`src/design/smem_cfg_pkg.sv`:
```
package smem_cfg_pkg;

    // Bank organisation of the shared memory
    localparam int NUM_BANKS  = 4;
    localparam int BANK_SEL_W = $clog2(NUM_BANKS);

    // Each bank holds this many 32-bit words
    localparam int BANK_WORDS = 64;

    typedef logic [BANK_SEL_W-1:0] bank_sel_t;

endpackage

```
`src/design/mem_bus_pkg.sv`:
```
package mem_bus_pkg;

    localparam int TAG_W      = 8;
    localparam int ADDR_W     = $clog2(smem_cfg_pkg::BANK_WORDS);
    localparam int DATA_W     = 32;
    // Banks never see the select bits, so their tag is narrower
    localparam int BANK_TAG_W = TAG_W - smem_cfg_pkg::BANK_SEL_W;

    typedef logic [ADDR_W-1:0]     addr_t;
    typedef logic [DATA_W-1:0]     data_t;
    typedef logic [DATA_W/8-1:0]   byteen_t;
    typedef logic [TAG_W-1:0]      tag_t;
    typedef logic [BANK_TAG_W-1:0] bank_tag_t;

    typedef struct packed {
        tag_t    tag;
        addr_t   addr;
        logic    rw;
        byteen_t byteen;
        data_t   data;
    } core_req_t;

    typedef struct packed {
        tag_t  tag;
        data_t data;
        logic  rw;
    } core_rsp_t;

    typedef struct packed {
        bank_tag_t tag;
        addr_t     addr;
        logic      rw;
        byteen_t   byteen;
        data_t     data;
    } bank_req_t;

    typedef struct packed {
        bank_tag_t tag;
        data_t     data;
        logic      rw;
    } bank_rsp_t;

endpackage

```
`src/design/stream_switch.sv`:
```
`timescale 1ns/1ps

module stream_switch #(
    parameter int NUM_OUTPUTS = 2,
    parameter int DATAW       = 8,
    parameter int OUT_REG     = 1,
    localparam int SEL_W      = (NUM_OUTPUTS > 1) ? $clog2(NUM_OUTPUTS) : 1
) (
    input  logic                              clk,
    input  logic                              arst_n,
    input  logic [SEL_W-1:0]                  sel_in,
    input  logic                              valid_in,
    output logic                              ready_in,
    input  logic [DATAW-1:0]                  data_in,
    output logic [NUM_OUTPUTS-1:0]            valid_out,
    input  logic [NUM_OUTPUTS-1:0]            ready_out,
    output logic [NUM_OUTPUTS-1:0][DATAW-1:0] data_out
);

    // Per output, whether it can take a new item this cycle
    logic [NUM_OUTPUTS-1:0] slot_ready;

    assign ready_in = slot_ready[sel_in];

    for (genvar i = 0; i < NUM_OUTPUTS; i++) begin : g_out
        logic take;

        assign take = valid_in && (sel_in == SEL_W'(i));

        if (OUT_REG != 0) begin : g_reg
            logic             valid_q;
            logic [DATAW-1:0] data_q;

            // Free slot or one that drains in this cycle
            assign slot_ready[i] = ~valid_q | ready_out[i];

            always_ff @(posedge clk or negedge arst_n) begin
                if (!arst_n) begin
                    valid_q <= 1'b0;
                end else if (slot_ready[i]) begin
                    valid_q <= take;
                end
            end

            always_ff @(posedge clk) begin
                if (take && slot_ready[i]) begin
                    data_q <= data_in;
                end
            end

            assign valid_out[i] = valid_q;
            assign data_out[i]  = data_q;
        end else begin : g_comb
            assign slot_ready[i] = ready_out[i];
            assign valid_out[i]  = take;
            assign data_out[i]   = data_in;
        end
    end

endmodule

```
`src/design/stream_arb.sv`:
```
`timescale 1ns/1ps

module stream_arb #(
    parameter int NUM_INPUTS = 2,
    parameter int DATAW      = 8,
    parameter int OUT_REG    = 1,
    localparam int SEL_W     = (NUM_INPUTS > 1) ? $clog2(NUM_INPUTS) : 1
) (
    input  logic                             clk,
    input  logic                             arst_n,
    input  logic [NUM_INPUTS-1:0]            valid_in,
    output logic [NUM_INPUTS-1:0]            ready_in,
    input  logic [NUM_INPUTS-1:0][DATAW-1:0] data_in,
    output logic                             valid_out,
    input  logic                             ready_out,
    output logic [DATAW-1:0]                 data_out,
    output logic [SEL_W-1:0]                 sel_out
);

    logic [SEL_W-1:0] ptr_q;
    logic [SEL_W-1:0] grant_idx;
    logic             grant_valid;
    logic             stage_ready;
    logic             fire;
    // A grant that could not move on is kept for the next cycle
    logic             lock_q;
    logic [SEL_W-1:0] lock_idx_q;

    // Search downwards so the input nearest the pointer is taken last and wins
    always_comb begin
        grant_valid = 1'b0;
        grant_idx   = ptr_q;
        for (int k = NUM_INPUTS - 1; k >= 0; k--) begin
            if (valid_in[(int'(ptr_q) + k) % NUM_INPUTS]) begin
                grant_valid = 1'b1;
                grant_idx   = SEL_W'((int'(ptr_q) + k) % NUM_INPUTS);
            end
        end
        if (lock_q) begin
            grant_valid = valid_in[lock_idx_q];
            grant_idx   = lock_idx_q;
        end
    end

    assign fire = grant_valid && stage_ready;

    for (genvar i = 0; i < NUM_INPUTS; i++) begin : g_ready
        assign ready_in[i] = fire && (grant_idx == SEL_W'(i));
    end

    always_ff @(posedge clk or negedge arst_n) begin
        if (!arst_n) begin
            ptr_q      <= '0;
            lock_q     <= 1'b0;
            lock_idx_q <= '0;
        end else begin
            if (fire) begin
                ptr_q <= SEL_W'((int'(grant_idx) + 1) % NUM_INPUTS);
            end
            lock_q     <= grant_valid && !stage_ready;
            lock_idx_q <= grant_idx;
        end
    end

    if (OUT_REG != 0) begin : g_reg
        logic             valid_q;
        logic [DATAW-1:0] data_q;
        logic [SEL_W-1:0] sel_q;

        assign stage_ready = ~valid_q | ready_out;

        always_ff @(posedge clk or negedge arst_n) begin
            if (!arst_n) begin
                valid_q <= 1'b0;
            end else if (stage_ready) begin
                valid_q <= grant_valid;
            end
        end

        // The winner index rides along with its data
        always_ff @(posedge clk) begin
            if (fire) begin
                data_q <= data_in[grant_idx];
                sel_q  <= grant_idx;
            end
        end

        assign valid_out = valid_q;
        assign data_out  = data_q;
        assign sel_out   = sel_q;
    end else begin : g_comb
        assign stage_ready = ready_out;
        assign valid_out   = grant_valid;
        assign data_out    = data_in[grant_idx];
        assign sel_out     = grant_idx;
    end

endmodule

```
`src/design/smem_switch.sv`:
```
`timescale 1ns/1ps

module smem_switch #(
    parameter int TAG_SEL_IDX = 0,
    parameter int OUT_REG_REQ = 1,
    parameter int OUT_REG_RSP = 1
) (
    input  logic                                                  clk,
    input  logic                                                  arst_n,
    input  logic                                                  core_req_valid,
    input  mem_bus_pkg::core_req_t                                core_req,
    output logic                                                  core_req_ready,
    output logic                                                  core_rsp_valid,
    output mem_bus_pkg::core_rsp_t                                core_rsp,
    input  logic                                                  core_rsp_ready,
    output logic [smem_cfg_pkg::NUM_BANKS-1:0]                    bank_req_valid,
    output mem_bus_pkg::bank_req_t [smem_cfg_pkg::NUM_BANKS-1:0] bank_req,
    input  logic [smem_cfg_pkg::NUM_BANKS-1:0]                    bank_req_ready,
    input  logic [smem_cfg_pkg::NUM_BANKS-1:0]                    bank_rsp_valid,
    input  mem_bus_pkg::bank_rsp_t [smem_cfg_pkg::NUM_BANKS-1:0] bank_rsp,
    output logic [smem_cfg_pkg::NUM_BANKS-1:0]                    bank_rsp_ready
);

    import mem_bus_pkg::*;
    import smem_cfg_pkg::*;

    // Tag bits below the select field keep their position
    localparam tag_t LOW_MASK = tag_t'((1 << TAG_SEL_IDX) - 1);

    // Close the gap by shifting the upper tag bits down
    function automatic bank_tag_t strip_sel(tag_t tag);
        tag_t high;
        high = tag >> (TAG_SEL_IDX + BANK_SEL_W);
        return bank_tag_t'((high << TAG_SEL_IDX) | (tag & LOW_MASK));
    endfunction

    function automatic tag_t restore_sel(bank_tag_t btag, bank_sel_t sel);
        tag_t wide;
        wide = tag_t'(btag);
        return ((wide >> TAG_SEL_IDX) << (TAG_SEL_IDX + BANK_SEL_W))
             | (tag_t'(sel) << TAG_SEL_IDX)
             | (wide & LOW_MASK);
    endfunction

    bank_sel_t req_sel;
    bank_req_t req_in;
    bank_sel_t rsp_sel;
    bank_rsp_t rsp_out;

    assign req_sel = core_req.tag[TAG_SEL_IDX +: BANK_SEL_W];

    always_comb begin
        req_in.tag    = strip_sel(core_req.tag);
        req_in.addr   = core_req.addr;
        req_in.rw     = core_req.rw;
        req_in.byteen = core_req.byteen;
        req_in.data   = core_req.data;
    end

    stream_switch #(
        .NUM_OUTPUTS (NUM_BANKS),
        .DATAW       ($bits(bank_req_t)),
        .OUT_REG     (OUT_REG_REQ)
    ) req_switch (
        .clk       (clk),
        .arst_n    (arst_n),
        .sel_in    (req_sel),
        .valid_in  (core_req_valid),
        .ready_in  (core_req_ready),
        .data_in   (req_in),
        .valid_out (bank_req_valid),
        .ready_out (bank_req_ready),
        .data_out  (bank_req)
    );

    stream_arb #(
        .NUM_INPUTS (NUM_BANKS),
        .DATAW      ($bits(bank_rsp_t)),
        .OUT_REG    (OUT_REG_RSP)
    ) rsp_arb (
        .clk       (clk),
        .arst_n    (arst_n),
        .valid_in  (bank_rsp_valid),
        .ready_in  (bank_rsp_ready),
        .data_in   (bank_rsp),
        .valid_out (core_rsp_valid),
        .ready_out (core_rsp_ready),
        .data_out  (rsp_out),
        .sel_out   (rsp_sel)
    );

    // The arbiter's winner is the bank number the request was sent to
    always_comb begin
        core_rsp.tag  = restore_sel(rsp_out.tag, rsp_sel);
        core_rsp.data = rsp_out.data;
        core_rsp.rw   = rsp_out.rw;
    end

endmodule

```
`config.mk`:
```
export PLATFORM = sky130hd
export DESIGN_NAME = smem_switch
export DESIGN_NICKNAME = d
export VERILOG_FILES = /design/src/design/smem_cfg_pkg.sv /design/src/design/mem_bus_pkg.sv /design/src/design/stream_switch.sv /design/src/design/stream_arb.sv /design/src/design/smem_switch.sv
export SDC_FILE = /design/constraint.sdc
export NUM_CORES = 1
export LEC_CHECK = 0
export BUFFER_PORTS_ARGS = -buffer_cell sky130_fd_sc_hd__buf_2
export CORE_AREA = 8 8 173 175
export DETAILED_ROUTE_END_ITERATION = 8
export DIE_AREA = 0 0 181 183
export PLACE_DENSITY_LB_ADDON = 0.25
export SYNTH_ARGS = -nofsm -noshare
export SYNTH_HDL_FRONTEND = slang
export SYNTH_SLANG_ARGS = --single-unit
export TNS_END_PERCENT = 20
```
`constraint.sdc`:
```
create_clock -name clk -period 2.9 [get_ports clk]
set_input_delay 0.58 -clock clk [delete_from_list [all_inputs] [get_ports clk]]
set_output_delay 0.58 -clock clk [all_outputs]
set_load 0.01 [all_outputs]
```
==> qor.txt, run 1 <==
I/O pins = 466
H-Tree Depth = 1
TritonRoute pass-1 iters = 4
CTS tree = done
Die W = 181 um
Combinational power share = 23.5%
Metal2 WL = 15200 um
Max FO, Critical Path = 14
CP arrival = 2240 ps
Peak VDD IR = 0.390 mV
Total CTS buffers = 26
Static Leak = 5.27 nW
GPL Wtd Cong = 0.787
# clock sinks = 247
Switch share = 27.3%
Slowest CP cell = dfrtp_2
Max-slew headroom = 39.7%
Fmax achieved = 355 MHz
Sequential area share after synthesis = 80.5%
Final antenna-violating net count = 0
Power per Cell Area = 808 nW/um^2
Layout area overhead = 40.3%
WP data required = 2320 ps
HP Class = primary input to flop
First-pass GRT wire length = 42400 um
Clk slew on worst S/H paths = 60 ps
Crit path largest cell delay = 500 ps
Met3 WL = 2760 um
Layout cell share with drive strength beyond 1 = 55.7%
Routed WL = 29200 um
Measured slew at the worst slew-check pin = 904 ps
Commonest cells after routing, fill and taps aside = buf_2, edfxtp_1, a221o_1, and2_1, clkbuf_16
DR vias = 6385
Root buf cell = clkbuf_16
Syn_area_per_cell = 19.3 um^2
Wl on met1 = 10600 um
Post-synth ARST share = 4.05%
Layout net count = 1177
Area of the core = 27300 um^2
Total GRT Usage = 16.5%
Clock Power Share = 31.5%
Placed instance area = 11900 um^2
Startpoint Class = flop
Seq pwr share = 45.0%
Final setup vio count = 0
Syn_nets = 693
Psw = 2.83 mW
FF+latch count, synth = 247
Initial core utilization = 33.5%
Int Pwr = 7.53 mW
Slew Viols, Final = 0
Post-synthesis cell type count = 40
WHS = 283 ps
DP HPWL = 22500 um
Number of failing hold endpoints at the final stage = 0
Syn Std Cell Area = 9150 um^2
Die Footprint = 33100 um^2
Setup CP Type = flop to output pin
Gate Count Post-Synth = 474
Rows = 61
Vias in the first global route = 6810
# Max-Cap Violations = 0
Via density = 4.82
Initial antenna violation count = 5
Initial DRC count = 373
RSZ-0062 raised after global routing = yes
Clock Path Buffers = 3
Max layer used = met4
Yosys warning count = 0
Die height = 183 um
CP bufs+invs = 1
WL/cell = 22.0 um
Commonest non-fill, non-tap cell in the layout = buf_2
Clock Skew = 8.49 ps
Ys flop type = edfxtp_1
Fin area = 12800 um^2
Port Buffers = 465
CP delay by family, top = compound AO/OA/AOI/OAI gates
EDFF count, synth = 237
Drt drc = 0
Worst skew pair latency = 510 ps
Crit. End Element = output pin
Status = complete, no violations
Largest net degree at the start of global routing = 50
Fin crit share = 97.2%
Final Critical Period = 2820 ps
CP cell instances = or3b_1 > a311o_1 > a22oi_2 > and2_1 > buf_2
Global route total overflow = 0
-- area by class of cell --
class                      instances  area [um^2]
tap                              346          433
inverter                           2         7.51
multi-input combinational        193         1590
fill                            2423        14500
antenna                            5         12.5
clock inverter                    13          155
sequential                       247         7370
timing repair buffer             488         2560
clock buffer                      32          694
-- power by group through the flow --
stage	clock network (mW)	logic [mW]	registers, mW
floorplan	0	1.38	4.86
global placement	0	2.41	4.75
detailed placement	0	2.44	4.75
CTS	3.35	2.45	4.68
global route	3.49	2.63	4.70
finish	3.27	2.43	4.66
-- state kept, by name (all words and copies together) (netlist names) --
| register | cells |
|---|---|
| req_switch.g_out.g_reg.valid_q | 4 |
| rsp_arb.data_out | 39 |
| rsp_arb.lock_idx_q | 2 |
| rsp_arb.sel_out | 2 |
| rsp_arb.ptr_q | 2 |
| req_switch.g_out.g_reg.data_q | 196 |
| rsp_arb.lock_q | 1 |
| rsp_arb.valid_out | 1 |
-- worst paths after layout --
kind                                                                from                                        endpoint  slack (ps)  cells after the start
setup reg to reg                            rsp_arb.ptr_q[1]$_DFFE_PN0P_                  rsp_arb.data_out[15]$_DFFE_PP_         500                      6
hold reg to reg            req_switch.g_out[3].g_reg.valid_q$_DFFE_PN0P_   req_switch.g_out[3].g_reg.valid_q$_DFFE_PN0P_         540                      2
hold / removal                                              core_req[21]  req_switch.g_out[2].g_reg.data_q[21]$_DFFE_PP_         280                      1
setup / recovery                            rsp_arb.ptr_q[1]$_DFFE_PN0P_                               bank_rsp_ready[1]          80                      5
max in group asynchronous                                         arst_n                    rsp_arb.ptr_q[0]$_DFFE_PN0P_        2200                      2
min in group asynchronous                                         arst_n   req_switch.g_out[1].g_reg.valid_q$_DFFE_PN0P_         480                      2
-- per-stage QoR --
| stage | utilization, % | power, mW | setup WS, ps | std cells | TNS [ps] |
|---|---|---|---|---|---|
| 4_1_cts | 46.8 | 10.5 | 24.5 | 1319 | 0 |
| 3_3_place_gp | 43.7 | 7.16 | 288 | 1273 | 0 |
| 6_report | 47.0 | 10.4 | 81.6 | 1326 | 0 |
| 2_1_floorplan | - | 6.24 | -444 | 474 | -41380 |
| 5_1_grt | 47.0 | 10.8 | -24.6 | 1325 | -41.9 |
| 3_5_place_dp | 43.7 | 7.19 | 270 | 1273 | 0 |
-- metal layers --
| layer | vias up | track usage [%] |
|---|---|---|
| met3 | 45 | 5.94 |
| met2 | 347 | 30.5 |
| li1 | 2934 | - |
| met5 | - | 0 |
| met1 | 3059 | 17.7 |
| met4 | 0 | 4.76 |
-- repair_timing --
item,CTS,global route
resized for setup,2,2
hold buffers,1,0
endpoints found under the setup margin,2,3
endpoints found under the hold margin,10,0
setup buffers,0,2
-- cells in the mapped netlist, types with 2 or more instances --
library cell	count	area (um^2)
edfxtp_1	237	7120
a221o_1	78	781
and2_1	41	257
nand2_1	11	41.3
dfrtp_1	10	250
buf_2	9	45.0
buf_6	9	101
clkbuf_1	9	33.8
nand2b_1	9	56.3
nor2_1	7	26.3
nor2b_1	7	43.8
buf_4	5	37.5
o21ai_0	5	25.0
o21ai_1	3	15.0
a21oi_1	2	10.0
a31oi_1	2	12.5
and3_1	2	12.5
inv_2	2	7.51
mux4_2	2	45.0
nand3_1	2	10.0
nand3b_1	2	15.0
nor3_1	2	10.0
-- cells by family (layout without fill, tap and decap cells) --
| group | Yosys count | in the layout | synth area share (%) |
|---|---|---|---|
| other cells | 0 | 5 | 0 |
| compound gates | 99 | 99 | 10.3 |
| simple gates | 90 | 90 | 6.02 |
| mux | 4 | 4 | 0.725 |
| buf+inv | 34 | 535 | 2.46 |
| flops | 247 | 247 | 80.5 |
No activity file was read; power rests on OpenSTA's default activity.
==> inputs of run 2 (changes only) <==
CORE_AREA = 8 8 176 178   (was 8 8 173 175)
CTS_BUF_LIST = sky130_fd_sc_hd__clkbuf_2 sky130_fd_sc_hd__clkbuf_4 sky130_fd_sc_hd__clkbuf_8   (was default)
DIE_AREA = 0 0 184 186   (was 0 0 181 183)
==> run 2 against run 1 <==
Clock power is 5% lower. Highest routed layer unchanged. Final cell count is 4.6% higher. Global-route usage is 0.65 points lower. Critical endpoint unchanged.
==> qor.txt, run 2 (synthesis results as in run 1) <==
Status = complete, no violations
# Max-Cap Violations = 0 (unchanged)
Max FO, Critical Path = 6 (-8)
Layout area overhead = 40.7%
Vias in the first global route = 6853 (+0.63%)
Final antenna-violating net count = 0 (unchanged)
Initial core utilization = 32.4% (-1.1 points)
Root buf cell = clkbuf_8
Fmax achieved = 358 MHz (+1.0%)
Worst skew pair latency = 520 ps (about the same)
I/O pins = 466 (unchanged)
Startpoint Class = flop
Area of the core = 28200 um^2 (+3.3%)
WP data required = 2320 ps (about the same)
Static Leak = 5.30 nW (+0.47%)
Max-slew headroom = 58.8% (+19 points)
Initial DRC count = 275 (-26%)
Filler instances = 2624 (+8.3%)
TritonRoute pass-1 iters = 4 (unchanged)
Initial antenna violation count = 0 (-5)
Commonest cells after routing, fill and taps aside = buf_2, edfxtp_1, a221o_1, clkbuf_8, and2_1
Largest net degree at the start of global routing = 50 (unchanged)
Finished Core Util = 45.6% (-1.4 points)
Die Footprint = 34200 um^2 (+3.3%)
WL/cell = 20.9 um (-4.9%)
Total power = 10.3 mW (-0.82%)
HP Class = primary input to flop
Fin crit share = 96.2% (-0.97 points)
Fin area = 12900 um^2 (+0.27%)
Power per Cell Area = 799 nW/um^2 (-1.1%)
Total GRT Usage = 15.9% (-0.65 points)
Die height = 186 um (+1.6%)
Max reg flops = 196 (unchanged)
Top reg by flops = req_switch.g_out.g_reg.data_q
Final setup vio count = 0 (unchanged)
Routed WL = 29000 um (-0.51%)
DP HPWL = 22500 um (-0.15%)
Measured slew at the worst slew-check pin = 619 ps (-286 ps)
Final Critical Period = 2790 ps (-28.1 ps)
Placed instance area = 11900 um^2 (about the same)
Drt drc = 0 (unchanged)
CP arrival = 2210 ps (-30 ps)
CTS tree = done
# diodes = 0 (-5)
Total CTS buffers = 41 (+58%)
H-Tree Depth = 2 (+1)
GPL Wtd Cong = 0.809 (+2.8%)
First-pass GRT wire length = 41400 um (-2.4%)
Global route total overflow = 0 (unchanged)
Slew Viols, Final = 0 (unchanged)
Crit. End Element = output pin
Setup CP Type = flop to output pin
Number of failing hold endpoints at the final stage = 0 (unchanged)
Clk slew on worst S/H paths = 60 ps (about the same)
Die W = 184 um (+1.7%)
Layout net count = 1190 (+1.1%)
# clock sinks = 247 (unchanged)
Clock Skew = 16.2 ps (+7.69 ps)
Rows = 62 (+1.6%)
Via density = 4.64 (-3.7%)
Port Buffers = 465 (unchanged)
Commonest non-fill, non-tap cell in the layout = buf_2
Layout cell share with drive strength beyond 1 = 56.4% (+0.74 points)
Clock Path Buffers = 3 (unchanged)
Peak VDD IR = 0.357 mV (-8.6%)
DR vias = 6429 (+0.69%)
==> run 2: cell types whose count changed in the layout (fill, tap and decap cells not counted), moves of 2 or more <==
cell / change
clkinv_2: +2
clkinv_4: -2
clkbuf_16: -27
clkbuf_4: +8
diode_2: -5
clkbuf_1: -5
clkinv_1: +11
clkbuf_8: +44
==> run 2: cell type report <==
cell class / instances / area (um^2) / area share (%)
Inverter: 2 / 12.5 / 0.0972
Sequential cell: 247 / 7370 / 57.3
Multi-Input combinational cell: 193 / 1600 / 12.4
Tap cell: 384 / 480 / 3.73
Timing Repair Buffer: 486 / 2550 / 19.8
Clock inverter: 23 / 184 / 1.43
Clock buffer: 52 / 666 / 5.17
==> run 2: stage by stage <==
step	setup TNS [ps]	instances	hold slack, ps	setup slack [ps]
floorplan	-41380	474	284	-444
global placement	0	1304	454	262
detailed placement	0	1304	460	247
CTS	0	1380	219	1.01
global route	-11.1	1387	229	-11.1
finish	0	1387	272	110
==> run 2: routing by layer <==
metal | up-vias | routed length [um] | global-route usage, %
li1 | 2958 | - | -
met1 | 3033 | 10400 | 17.1
met2 | 399 | 15100 | 29.3
met3 | 39 | 3000 | 5.52
met4 | 0 | 439 | 4.29
met5 | - | 0 | 0
==> run 2: worst paths after layout <==
check                                                              startpoint                                        endpoint  slack (ps)  cells after the start
worst max-delay path                             rsp_arb.ptr_q[1]$_DFFE_PN0P_                               bank_rsp_ready[1]         110                      5
worst min register to register  req_switch.g_out[3].g_reg.valid_q$_DFFE_PN0P_   req_switch.g_out[3].g_reg.valid_q$_DFFE_PN0P_         520                      2
worst min-delay path                                             core_req[20]  req_switch.g_out[0].g_reg.data_q[20]$_DFFE_PP_         270                      1
max in group asynchronous                                              arst_n                    rsp_arb.ptr_q[1]$_DFFE_PN0P_        2210                      2
worst max register to register                   rsp_arb.ptr_q[1]$_DFFE_PN0P_                  rsp_arb.data_out[15]$_DFFE_PP_         560                      7
min in group asynchronous                                              arst_n                        rsp_arb.lock_q$_DFF_PN0_         470                      2
==> run 2: where the power goes <==
group,switching [mW],internal [mW],leakage [nW]
Clock,1.31,1.78,0.446
Combinational,1.38,1.16,2.54
Sequential,0.168,4.48,2.31
==> run 2: critical path, stage by stage, from the launching register on <==
cell and delay, ps:
dfrtp_2 460, or3b_1 360, a311o_1 370, a22oi_2 240, and2_1 160, buf_2 120
==> run 2: what timing repair did <==
| action | in CTS | in global routing |
|---|---|---|
| buffers inserted | 0 | 7 |
| resized for setup | 3 | 5 |
| endpoints found under the hold margin | 10 | 0 |
| endpoints found under the setup margin | 3 | 4 |
| hold buffers | 1 | 0 |
==> inputs of run 3 (changes only) <==
RECOVER_POWER = 25   (was default)
==> run 3 against run 2 <==
Clock-buffer cell count unchanged. Die area unchanged. Wire length up 0.34%. Critical path type unchanged. Core utilization down 0.21 points. Sequential power about the same. Cell area down 0.47%. Register-to-register slack about the same. Worst setup slack about the same. Via count down 0.11%. Largest cell class unchanged.
==> qor.txt, run 3 (synthesis results as in run 1) <==
Setup CP Type = flop to output pin
Vias in the first global route = 6853 (unchanged)
Met1 usage = 17.1% (unchanged)
Die W = 184 um (unchanged)
First-pass GRT wire length = 41400 um (unchanged)
Initial DRC count = 285 (+3.6%)
HP Class = primary input to flop
Clock Skew = 16.7 ps (+0.507 ps)
Slowest CP cell = dfrtp_2
Footprint of the multi-input gates = 1600 um^2 (unchanged)
Final Critical Period = 2790 ps (+0.301 ps)
DR vias = 6422 (-0.11%)
Crit. End Element = output pin
Rows = 62 (unchanged)
Total power = 10.3 mW (about the same)
Total CTS buffers = 41 (unchanged)
Post-Place Setup Slack = 247 ps (unchanged)
Layout net count = 1190 (unchanged)
Commonest non-fill, non-tap cell in the layout = buf_2
H-Tree Depth = 2 (unchanged)
Global route total overflow = 0 (unchanged)
Sequential Area = 7370 um^2 (unchanged)
Final std cells w/o fill = 1387 (unchanged)
Met2 Usage GRT = 29.3% (unchanged)
WHS = 317 ps (+44.4 ps)
Port Buffers = 465 (unchanged)
Max FO, Critical Path = 6 (unchanged)
DP HPWL = 22500 um (unchanged)
TritonRoute pass-1 iters = 4 (unchanged)
Grt met3 use = 5.52% (unchanged)
# Max-Cap Violations = 0 (unchanged)
Fmax achieved = 358 MHz (about the same)
I/O pins = 466 (unchanged)
Commonest cells after routing, fill and taps aside = buf_2, edfxtp_1, a221o_1, clkbuf_1, clkbuf_8
Top reg by flops = req_switch.g_out.g_reg.data_q
CP bufs+invs = 1 (unchanged)
Largest net degree at the start of global routing = 50 (unchanged)
# clock sinks = 247 (unchanged)
Number of failing hold endpoints at the final stage = 0 (unchanged)
CP arrival = 2210 ps (about the same)
Area of the core = 28200 um^2 (unchanged)
CTS tree = done
GPL Wtd Cong = 0.809 (unchanged)
Clock Path Buffers = 3 (unchanged)
WP data required = 2320 ps (about the same)
Initial antenna violation count = 0 (unchanged)
Via density = 4.63 (-0.11%)
CP cell instances = or3b_1 > a311o_1 > a22oi_2 > and2_1 > buf_2
Layout area overhead = 40.0%
# diodes = 0 (unchanged)
Final setup vio count = 0 (unchanged)
Filler instances = 2647 (+0.88%)
Final antenna-violating net count = 0 (unchanged)
Fin worst setup slack = 109 ps (-0.301 ps)
Drt drc = 0 (unchanged)
CP delay by family, top = compound AO/OA/AOI/OAI gates
Peak VDD IR = 0.358 mV (+0.47%)
Cell count after placement = 1304 (unchanged)
Worst skew pair latency = 520 ps (about the same)
Static Leak = 5.17 nW (-2.5%)
Max-slew headroom = 58.8% (about the same)
Max reg flops = 196 (unchanged)
Startpoint Class = flop
Root buf cell = clkbuf_8
Total GRT Usage = 15.9% (unchanged)
Slew Viols, Final = 0 (unchanged)
Status = complete, no violations
Global routing's busiest layer = met2
Power per Cell Area = 802 nW/um^2 (+0.40%)
Finished Core Util = 45.4% (-0.21 points)
Fin crit share = 96.2% (about the same)
Measured slew at the worst slew-check pin = 618 ps (-0.652 ps)
Layout cell share with drive strength beyond 1 = 51.6% (-4.8 points)
Initial core utilization = 32.4% (unchanged)
Die height = 186 um (unchanged)
Crit path largest cell delay = 460 ps (about the same)
Die Footprint = 34200 um^2 (unchanged)
WL/cell = 21.0 um (+0.34%)
Clk slew on worst S/H paths = 60 ps (about the same)
Routed WL = 29100 um (+0.34%)
run 3: cell types whose count changed in the layout (fill, tap and decap cells not counted), sizes merged:
cell | before | now
buf | 485 | 437
clkbuf | 52 | 100
run 3: worst paths after layout:
check                                                              start                                              to  slack, ps  depth (start not counted)
max in group asynchronous                                         arst_n                    rsp_arb.ptr_q[1]$_DFFE_PN0P_       2210                          2
hold / removal                                              core_req[13]  req_switch.g_out[2].g_reg.data_q[13]$_DFFE_PP_        320                          1
min in group asynchronous                                         arst_n                        rsp_arb.lock_q$_DFF_PN0_        470                          2
setup reg to reg                            rsp_arb.ptr_q[1]$_DFFE_PN0P_                  rsp_arb.data_out[15]$_DFFE_PP_        550                          7
hold reg to reg            req_switch.g_out[3].g_reg.valid_q$_DFFE_PN0P_   req_switch.g_out[3].g_reg.valid_q$_DFFE_PN0P_        520                          2
setup / recovery                            rsp_arb.ptr_q[1]$_DFFE_PN0P_                               bank_rsp_ready[1]        110                          5
run 3: routing by layer:
layer	vias up	wire [um]	part of all wire, %
met5	-	0	0
met4	0	432	1.5
met3	35	2910	10
met2	388	15200	52
met1	3038	10600	36
li1	2961	-	-
run 3: stage by stage:
stage               instance area (um^2)  setup TNS, ps
floorplan                           9150         -41380
global placement                   11900              0
detailed placement                 11900              0
CTS                                12800              0
global route                       12800          -11.1
finish                             12800              0
run 3: layout make-up:
| cell class | instances | share of cell area (%) |
|---|---|---|
| Timing Repair Buffer | 486 | 19.5 |
| Multi-Input combinational cell | 193 | 12.5 |
| Tap cell | 384 | 3.75 |
| Clock inverter | 23 | 1.44 |
| Clock buffer | 52 | 5.20 |
| Inverter | 2 | 0.0977 |
| Sequential cell | 247 | 57.6 |
run 3: timing repair:
| action | in CTS | in global routing |
|---|---|---|
| hold endpoints to repair | 10 | 0 |
| buffers inserted | 0 | 7 |
| resized for setup | 3 | 5 |
| setup endpoints to repair | 3 | 4 |
| hold buffers | 1 | 0 |
run 3: report_power, final:
group,total [mW],internal (mW),switching [mW]
Combinational,2.53,1.15,1.38
Clock,3.10,1.78,1.32
Sequential,4.64,4.48,0.168
Total,10.3,7.41,2.87
